$ cat config.mk
export PLATFORM = sky130hd
export DESIGN_NAME = efi_sorter
export DESIGN_NICKNAME = d
export VERILOG_FILES = /design/src/efi_sorter_pkg.sv /design/src/efi_sorter_ifs.sv /design/src/efi_argument_decoder.sv /design/src/efi_result_streamer.sv /design/src/efi_sort_engine.sv /design/src/efi_sorter.sv
export VERILOG_INCLUDE_DIRS = /design/src
export SDC_FILE = /design/constraint.sdc
export NUM_CORES = 2
export LEC_CHECK = 0
export ABC_CLOCK_PERIOD_IN_PS = 5100
export BUFFER_PORTS_ARGS = -buffer_cell sky130_fd_sc_hd__clkbuf_2
export CAP_MARGIN = 15
export CELL_PAD_IN_SITES_DETAIL_PLACEMENT = 1
export CELL_PAD_IN_SITES_GLOBAL_PLACEMENT = 2
export CORE_MARGIN = 3
export CORE_UTILIZATION = 42
export CTS_CLUSTER_DIAMETER = 100
export DETAILED_ROUTE_END_ITERATION = 8
export PLACE_DENSITY_LB_ADDON = 0.1
export SYNTH_ARGS = -nofsm -noshare
export SYNTH_HDL_FRONTEND = slang
export SYNTH_SLANG_ARGS = --single-unit
$ cat constraint.sdc
create_clock -name clock -period 5.1 [get_ports clock]
set_input_delay 0.51 -clock clock [delete_from_list [all_inputs] [get_ports clock]]
set_output_delay 0.51 -clock clock [all_outputs]
set_load 0.01 [all_outputs]
$ cat src/efi_sorter_macros.svh
// width and size macros for the sorting accelerator: data word, destination tag, batch storage

`ifndef EFI_SORTER_MACROS_SVH
`define EFI_SORTER_MACROS_SVH

// width of one sorted word in bits
`define EFI_DATA_WIDTH 32

// width of the destination tag that travels with each batch
`define EFI_DEST_WIDTH 8

// number of words one batch can hold, any power of two works
`define EFI_MAX_LENGTH 16

// address width into the batch storage
`define EFI_INDEX_WIDTH $clog2(`EFI_MAX_LENGTH)

`endif

$ cat src/efi_sorter_pkg.sv
// shared types of the sorting accelerator: word, destination, storage index and batch length

`include "efi_sorter_macros.svh"

package efi_sorter_pkg;

    // one unsigned data word as it travels on both streams
    typedef logic [`EFI_DATA_WIDTH-1:0] efi_word_t;

    // destination tag carried by the argument and result streams
    typedef logic [`EFI_DEST_WIDTH-1:0] efi_dest_t;

    // address of one slot in the batch storage
    typedef logic [`EFI_INDEX_WIDTH-1:0] efi_index_t;

    // batch length from zero up to the full storage size, so one bit wider than the index
    typedef logic [`EFI_INDEX_WIDTH:0] efi_length_t;

endpackage

$ cat src/efi_sorter_ifs.sv
// internal interfaces efi_load_if (decoder to engine) and efi_read_if (engine to streamer)

`timescale 1ns/1ps

interface efi_load_if;
    logic                       wr_en;
    efi_sorter_pkg::efi_index_t wr_index;
    efi_sorter_pkg::efi_word_t  wr_data;
    logic                       start;
    efi_sorter_pkg::efi_length_t length;
    efi_sorter_pkg::efi_dest_t  dest;
    logic                       busy;

    modport decoder (output wr_en, wr_index, wr_data, start, length, dest, input busy);
    modport engine (input wr_en, wr_index, wr_data, start, length, dest, output busy);
endinterface

interface efi_read_if;
    logic                        sorted;
    efi_sorter_pkg::efi_length_t length;
    efi_sorter_pkg::efi_dest_t   dest;
    efi_sorter_pkg::efi_word_t   rd_data;
    efi_sorter_pkg::efi_index_t  rd_index;
    // one-cycle pulse that hands the storage back once the last result word has left
    logic                        release_pulse;

    modport engine (output sorted, length, dest, rd_data, input rd_index, release_pulse);
    modport streamer (input sorted, length, dest, rd_data, output rd_index, release_pulse);
endinterface

$ cat src/efi_argument_decoder.sv
// efi_argument_decoder: loads the argument stream into the sort engine storage and issues start

`timescale 1ns/1ps
`include "efi_sorter_macros.svh"

module efi_argument_decoder (
    input  logic                      clock,
    input  logic                      reset,
    input  logic                      arg_valid,
    output logic                      arg_ready,
    input  efi_sorter_pkg::efi_word_t arg_data,
    input  efi_sorter_pkg::efi_dest_t arg_dest,
    input  logic                      arg_last,
    efi_load_if.decoder               load
);

    localparam efi_sorter_pkg::efi_length_t MAX_LENGTH = `EFI_MAX_LENGTH;

    // number of words stored so far, which saturates at the storage size
    efi_sorter_pkg::efi_length_t count;
    efi_sorter_pkg::efi_length_t length_q;
    efi_sorter_pkg::efi_dest_t   dest_q;
    logic                        start_q;
    logic                        arg_fire;
    logic                        room;

    assign arg_fire = arg_valid && arg_ready;
    assign room = (count != MAX_LENGTH);

    // the storage belongs to the engine from start until the streamer releases it
    assign arg_ready = !load.busy && !start_q;

    always_ff @(posedge clock) begin
        if (reset) begin
            count <= '0;
            start_q <= 1'b0;
        end else begin
            start_q <= 1'b0;
            if (arg_fire) begin
                if (arg_last) begin
                    count <= '0;
                    start_q <= 1'b1;
                end else if (room) begin
                    count <= count + 1'b1;
                end
            end
        end
    end

    // destination of the first word and length of the batch as handed to the engine
    always_ff @(posedge clock) begin
        if (arg_fire && (count == '0)) begin
            dest_q <= arg_dest;
        end
        if (arg_fire && arg_last) begin
            // words past the storage size were dropped, so clip the length there
            length_q <= room ? count + 1'b1 : count;
        end
    end

    // every accepted word is written in its own cycle and overflow words never reach the storage
    assign load.wr_en = arg_fire && room;
    assign load.wr_index = efi_sorter_pkg::efi_index_t'(count);
    assign load.wr_data = arg_data;
    assign load.start = start_q;
    assign load.length = length_q;
    assign load.dest = dest_q;

endmodule

$ cat src/efi_result_streamer.sv
// efi_result_streamer: streams the sorted batch out of the engine storage under back-pressure

`timescale 1ns/1ps

module efi_result_streamer (
    input  logic                       clock,
    input  logic                       reset,
    efi_read_if.streamer               read,
    output logic                       res_valid,
    input  logic                       res_ready,
    output efi_sorter_pkg::efi_word_t  res_data,
    output efi_sorter_pkg::efi_dest_t  res_dest,
    output logic                       res_last
);

    logic                       active;
    efi_sorter_pkg::efi_index_t rd_index;
    logic                       release_q;
    logic                       last_word;
    logic                       res_fire;

    assign res_fire = active && res_ready;
    assign last_word = ({1'b0, rd_index} == read.length - 1'b1);

    always_ff @(posedge clock) begin
        if (reset) begin
            active <= 1'b0;
            rd_index <= '0;
            release_q <= 1'b0;
        end else begin
            release_q <= 1'b0;
            if (read.sorted) begin
                active <= 1'b1;
                rd_index <= '0;
            end else if (res_fire) begin
                if (last_word) begin
                    active <= 1'b0;
                    release_q <= 1'b1;
                end else begin
                    rd_index <= rd_index + 1'b1;
                end
            end
        end
    end

    // the index only moves on a transfer, so the word stays put while res_ready is low
    assign read.rd_index = rd_index;
    assign read.release_pulse = release_q;

    assign res_valid = active;
    assign res_data = read.rd_data;
    assign res_dest = read.dest;
    assign res_last = last_word;

endmodule

$ cat src/efi_sort_engine.sv
// efi_sort_engine: batch storage and odd-even transposition sort over the loaded words

`timescale 1ns/1ps
`include "efi_sorter_macros.svh"

module efi_sort_engine (
    input  logic        clock,
    input  logic        reset,
    efi_load_if.engine  load,
    efi_read_if.engine  read
);

    efi_sorter_pkg::efi_word_t   storage [`EFI_MAX_LENGTH];
    efi_sorter_pkg::efi_word_t   phase_result [`EFI_MAX_LENGTH];
    efi_sorter_pkg::efi_length_t length_q;
    efi_sorter_pkg::efi_dest_t   dest_q;
    // counts the transposition phases already done, bit zero picks even or odd pairs
    efi_sorter_pkg::efi_length_t phase;
    logic                        sorting;
    logic                        sorted_q;
    logic                        busy_q;

    // one compare-and-swap phase over the first length_q entries
    always_comb begin
        phase_result = storage;
        for (int i = 0; i < `EFI_MAX_LENGTH - 1; i++) begin
            if (((i % 2) == int'(phase[0])) && ((i + 1) < int'(length_q))) begin
                if (storage[i] > storage[i + 1]) begin
                    phase_result[i] = storage[i + 1];
                    phase_result[i + 1] = storage[i];
                end
            end
        end
    end

    // the decoder only writes while the engine is idle, so the two never collide
    always_ff @(posedge clock) begin
        if (load.wr_en) begin
            storage[load.wr_index] <= load.wr_data;
        end else if (sorting) begin
            storage <= phase_result;
        end
    end

    always_ff @(posedge clock) begin
        if (load.start) begin
            length_q <= load.length;
            dest_q <= load.dest;
        end
    end

    always_ff @(posedge clock) begin
        if (reset) begin
            busy_q <= 1'b0;
            sorting <= 1'b0;
            sorted_q <= 1'b0;
            phase <= '0;
        end else begin
            sorted_q <= 1'b0;
            if (load.start) begin
                busy_q <= 1'b1;
                sorting <= 1'b1;
                phase <= '0;
            end else if (sorting) begin
                // a batch of n words is fully ordered after n phases
                if (phase == length_q - 1'b1) begin
                    sorting <= 1'b0;
                    sorted_q <= 1'b1;
                end else begin
                    phase <= phase + 1'b1;
                end
            end
            if (read.release_pulse) begin
                busy_q <= 1'b0;
            end
        end
    end

    assign load.busy = busy_q;

    assign read.sorted = sorted_q;
    assign read.length = length_q;
    assign read.dest = dest_q;
    assign read.rd_data = storage[read.rd_index];

endmodule

$ cat src/efi_sorter.sv
// efi_sorter: top level of the sorting accelerator joining decoder, sort engine and streamer

`timescale 1ns/1ps

module efi_sorter (
    input  logic                      clock,
    input  logic                      reset,

    // argument stream from the core
    input  logic                      arg_valid,
    output logic                      arg_ready,
    input  efi_sorter_pkg::efi_word_t arg_data,
    input  efi_sorter_pkg::efi_dest_t arg_dest,
    input  logic                      arg_last,

    // sorted result stream back to the core
    output logic                      res_valid,
    input  logic                      res_ready,
    output efi_sorter_pkg::efi_word_t res_data,
    output efi_sorter_pkg::efi_dest_t res_dest,
    output logic                      res_last
);

    efi_load_if load_bus ();
    efi_read_if read_bus ();

    efi_argument_decoder decoder0 (
        .clock(clock),
        .reset(reset),
        .arg_valid(arg_valid),
        .arg_ready(arg_ready),
        .arg_data(arg_data),
        .arg_dest(arg_dest),
        .arg_last(arg_last),
        .load(load_bus)
    );

    efi_sort_engine engine0 (
        .clock(clock),
        .reset(reset),
        .load(load_bus),
        .read(read_bus)
    );

    efi_result_streamer streamer0 (
        .clock(clock),
        .reset(reset),
        .read(read_bus),
        .res_valid(res_valid),
        .res_ready(res_ready),
        .res_data(res_data),
        .res_dest(res_dest),
        .res_last(res_last)
    );

endmodule

# Word level (Yosys, flattened, before mapping)
# Index checks and enable logic that the tools add are counted.
# Widths: inputs -> output; s select.
classes:
  n_addsub: 4
  order_cmp: 33
  n_eq_ne: 3
  mux: 49
  n_bitwise: 8
  reduce_logical: 43
op_table:
  columns: ["cell", "count"]
  rows:
  - ["$mux 64", 30]
  - ["$mux 512", 2]
  - ["$bwmux 512", 1]
  - ["$gt 32x32->1", 15]
  - ["$bmux 32 s4", 1]
  - ["$demux 32 s4", 1]
  - ["$mux 32", 3]
  - ["$lt 4x5->1 const A", 8]
  - ["$logic_and 1x1->1", 22]
  - ["$lt 3x5->1 const A", 4]
  - ["$reduce_bool 2->1", 7]
  - ["$add 5x1->5 const B", 2]
  - ["$ge 5x5->1 const B", 2]
  - ["$lt 2x5->1 const A", 2]
  - ["$mux 5", 2]
  - ["$not 4->5", 2]
  - ["$mux 1", 9]
  - ["$reduce_or 2->1", 4]
  - ["$not 1->1", 6]
  - ["$reduce_and 2->1", 3]
  - ["$reduce_and 3->1", 2]
  - ["$reduce_or 3->1", 2]
  - ["$eq 4x5->1", 1]
  - ["$eq 5x5->1", 1]
  - ["7 further kinds", 8]
word_totals:
  ff_bits: 558

# Depth between registers and ports, before layout
depth:
  word_depth: 33
  depth_mapped: 13

# Hierarchy
# Synthesis repeated with hierarchy kept, for this count alone.
hier_totals:
  cells_unflattened: 4810
  hier_area_um2: 47785.8
by_module_without_submodules:
  columns: ["mod", "instances", "cells_per_inst", "area_each_um2", "seq_area_each_um2"]
  rows:
  - ["efi_sort_engine", 1, 4627, 46031.6, 15925.3]
  - ["efi_argument_decoder", 1, 97, 1049.8, 510.5]
  - ["efi_result_streamer", 1, 86, 704.4, 120.1]

# Worst setup path after synthesis
# No wires, ideal clock.
synth_path:
  kind: "flip-flop to flip-flop"
  start: "register engine0.storage[463] in the netlist's numbering"
  end: "register engine0.storage[480] in the netlist's numbering, enable pin"
  setup_time_ps: 432
  arrival_time_ps: 4045
  required_ps: 4668
  setup_slack_ps: 624
  stages_incl_launch_ff: 12
  cell_sequence: "edfxtp_1 -> inv_1 -> ha_1 -> nand4_1 -> or2_0 -> a211o_1 -> a311oi_2 -> or2_1 -> buf_2 -> clkbuf_1 -> a21oi_1 -> a21oi_1"
synth_between:
  elab_chain_cells: 3
synth_lines:
  columns: ["element", "line_no", "rtl"]
  rows:
  - ["start: declaration", "efi_sort_engine.sv:13", "efi_sorter_pkg::efi_word_t storage [`EFI_MAX_LENGTH];"]
  - ["start signal: indexed assignment", "efi_sort_engine.sv:39", "storage[load.wr_index] <= load.wr_data;"]
  - ["start signal: assignment", "efi_sort_engine.sv:41", "storage <= phase_result;"]
  - ["$gt 32x32->1", "efi_sort_engine.sv:28", "if (storage[i] > storage[i + 1]) begin"]
  - ["$reduce_bool 2->1 (no source line)", null, null]
  - ["$reduce_and 3->1 (no source line)", null, null]
# No other way between the ends.
# A chain may end at the register's enable or synchronous reset.

# Worst setup path in the final report
layout_path:
  start: "register engine0.storage[477] in the netlist's numbering"
  end: "register engine0.storage[484] in the netlist's numbering, enable pin"
# The elaborated chain is that of the path after synthesis.

==> out/qor.csv <==
metric;value;unit
status;finished, final reports clean;
ys_ff_latch;558;
die_y;346;microns
drtIter0Drc;4117;
worst_slew_pin_slew;1200;ps
insertion_delay;660;ps
async_flop_share;0;%
crit_path_max_fanout;32;
min_path_type;input port to flip-flop;
cts_resized;0;
cts_sinks;558;
cap_violations;0;
finalNetCount;5793;
hold_viol;0;
grt_max_degree;166;
stdcell_count;6825;
cp.arrival;4510;ps
drt-total-wl;208000;microns
pin_count;88;
grt_pass1_wl;310000;microns
ys_seq_area_share;34.0;%
synth_cells;5413;
rsz0062_at_grt;false;
antenna_found_initial;11;
ir_drop;246;uV
min_from;arg_dest[3];
power_density;248;nW/um^2
cts_tree;yes;
io_buffers;87;
dr_total_vias;45400;
yosysTopAreaCellShare;33.2;%
rows;124;
slew_headroom;20.1;%
place.gp.congestion;0.897;
switching_share;31.0;%
hold_buffers;7;
setup_viol;0;
power.switching;0.00409;W
syn2layout_area_growth;9.22;%
leakage;21.4;nW
cts_buffers;74;
syn_nets;5946;
cp-end-kind;flip-flop;
cp.required;5380;ps
fin_crit;4230;ps
die_x;346;microns
layout_commonest_cell;edfxtp_1;
comb_power_share;18.7;%
core_area;115000;sq um
cts_root_buf;clkbuf_16;
crit_start;engine0.storage[477];
synth_area;48600;sq um
worstReg2RegStart;engine0.storage[477];
yosysUniqueCellTypes;75;
grt.total_usage;33.9;%
fmax;236;MHz
drc;0;
wl_per_cell;30.5;microns
whs;45.1;ps
drive_gt1_share;8.62;%
utilization;46.3;%
overflow;0;
clock_skew;24.1;ps
start_kind;flip-flop;
synth_top_cell_by_area;edfxtp_1;
final_cell_mix;edfxtp_1, o21ai_0, inv_1;
setup_tns;0;ps
ys.flop_type;edfxtp_1;
slew_viol_final;0;
synthTopCellsByArea;edfxtp_1, ha_1, o21ai_0, a22o_1, a21oi_1;
ant_nets;0;
grt_pass1_vias;46000;
synth_edf_count;538;
postCtsSetupRepairBufs;0;
post-place-cells;6688;
pwr-share-seq;41.7;%
total_power;0.0132;W
hpwl;156000;microns
setup.worst_path.class;flip-flop to flip-flop;
clkPwrFrac;39.6;%
intPower;0.00910;W
start_util;42.4;%
first_pass_iters;8;
yosysWarnings;0;
htree_levels;3;
die_area;120000;sq um
synth_area_per_cell;8.99;sq um
clkTransAtPathRegs;70;ps
finalCritPeriodShare;82.9;%
viasPerCell;6.65;
cts_buffer_depth;3;
==> flip-flops by register name, indices dropped and copies added (netlist names) <==
register	flops
engine0.storage	512
decoder0.count	5
streamer0.read.release_pulse	1
streamer0.res_valid	1
engine0.load.busy	1
streamer0.read.rd_index	4
engine0.read.dest	8
decoder0.load.dest	8
engine0.read.sorted	1
engine0.sorting	1
engine0.phase	5
decoder0.load.length	5
engine0.read.length	5
decoder0.load.start	1
==> per-stage QoR <==
stage | cell area, sq um | setup slack, ps
after floorplan | 48600 | 624
after global placement | 50700 | 1030
after detailed placement | 50800 | 999
after CTS | 53100 | 906
after global routing | 53100 | 773
final | 53100 | 871
==> critical path, stage by stage, from the launching register on <==
cell,delay [ps]
edfxtp_1,520
inv_1,110
ha_1,310
nand4_1,360
or4_4,740
a311oi_4,240
or2_1,600
a21oi_1,210
a21oi_4,140
buf_4,530
==> synth_stat cells (13+ instances only) <==
cell type	instances
and2_1	18
buf_1	60
a22oi_1	45
o21ai_1	294
or4_1	14
o211a_1	130
o21ai_0	521
o21a_1	103
nand2_1	447
inv_1	500
mux4_2	64
a21oi_1	388
a32oi_1	32
dfxtp_1	20
nor3_1	58
buf_2	37
o311ai_1	29
o211ai_1	191
a221oi_1	40
nor2_1	81
o221ai_1	31
a211oi_1	101
mux2i_1	162
ha_1	488
edfxtp_1	538
nand4_1	114
clkbuf_1	370
a211o_1	34
nor4_1	13
a22o_1	224
nand3_1	99
nor2b_1	18
a21o_1	24
xnor2_1	16
==> layer usage <==
layer | GRT usage (%) | share of wire [%] | vias to the layer above
met4 | 15.2 | 5.1 | 8
met3 | 5.70 | 7.3 | 379
met1 | 45.8 | 43 | 23000
li1 | - | - | 20300
met2 | 53.3 | 44 | 1714
met5 | 0 | 0.026 | -
==> cell families (layout without fill, tap and decap cells) <==
logic type,Yosys count,after routing,share of synthesized area [%]
fa+ha+maj,488,488,12.6
xor+xnor,22,22,0.424
flops,558,558,34.0
compound gates,2233,2233,30.3
mux,226,226,6.30
other cells,0,2,0
simple gates,909,909,8.69
buf+inv,977,875,7.74
==> power groups by stage <==
| stage | Sequential [W] | Clock (W) | Combinational [W] |
|---|---|---|---|
| 2_1_floorplan | 0.00548 | 0 | 0.00157 |
| 3_3_place_gp | 0.00557 | 0 | 0.00236 |
| 3_5_place_dp | 0.00558 | 0 | 0.00242 |
| 4_1_cts | 0.00548 | 0.00531 | 0.00243 |
| 5_1_grt | 0.00551 | 0.00548 | 0.00268 |
| 6_report | 0.00549 | 0.00522 | 0.00247 |
==> area by class of cell <==
cell class	instances	area [sq um]
diodes	2	5.00
clock buffers	92	1940
clock inverters	35	324
fillers	13100	61500
inverters	500	1880
multi-input cells	3878	28600
flip-flops and latches	558	16600
well taps	1512	1890
repair buffers	248	1960
==> final timing paths <==
kind | endpoint | slack (ps) | depth (start not counted)
max | engine0.storage[484] | 870 | 9
min | decoder0.load.dest[3] | 50 | 1
max reg2reg | engine0.storage[484] | 870 | 9
min reg2reg | engine0.load.busy | 400 | 1
Power figures use the tool's default switching activity.
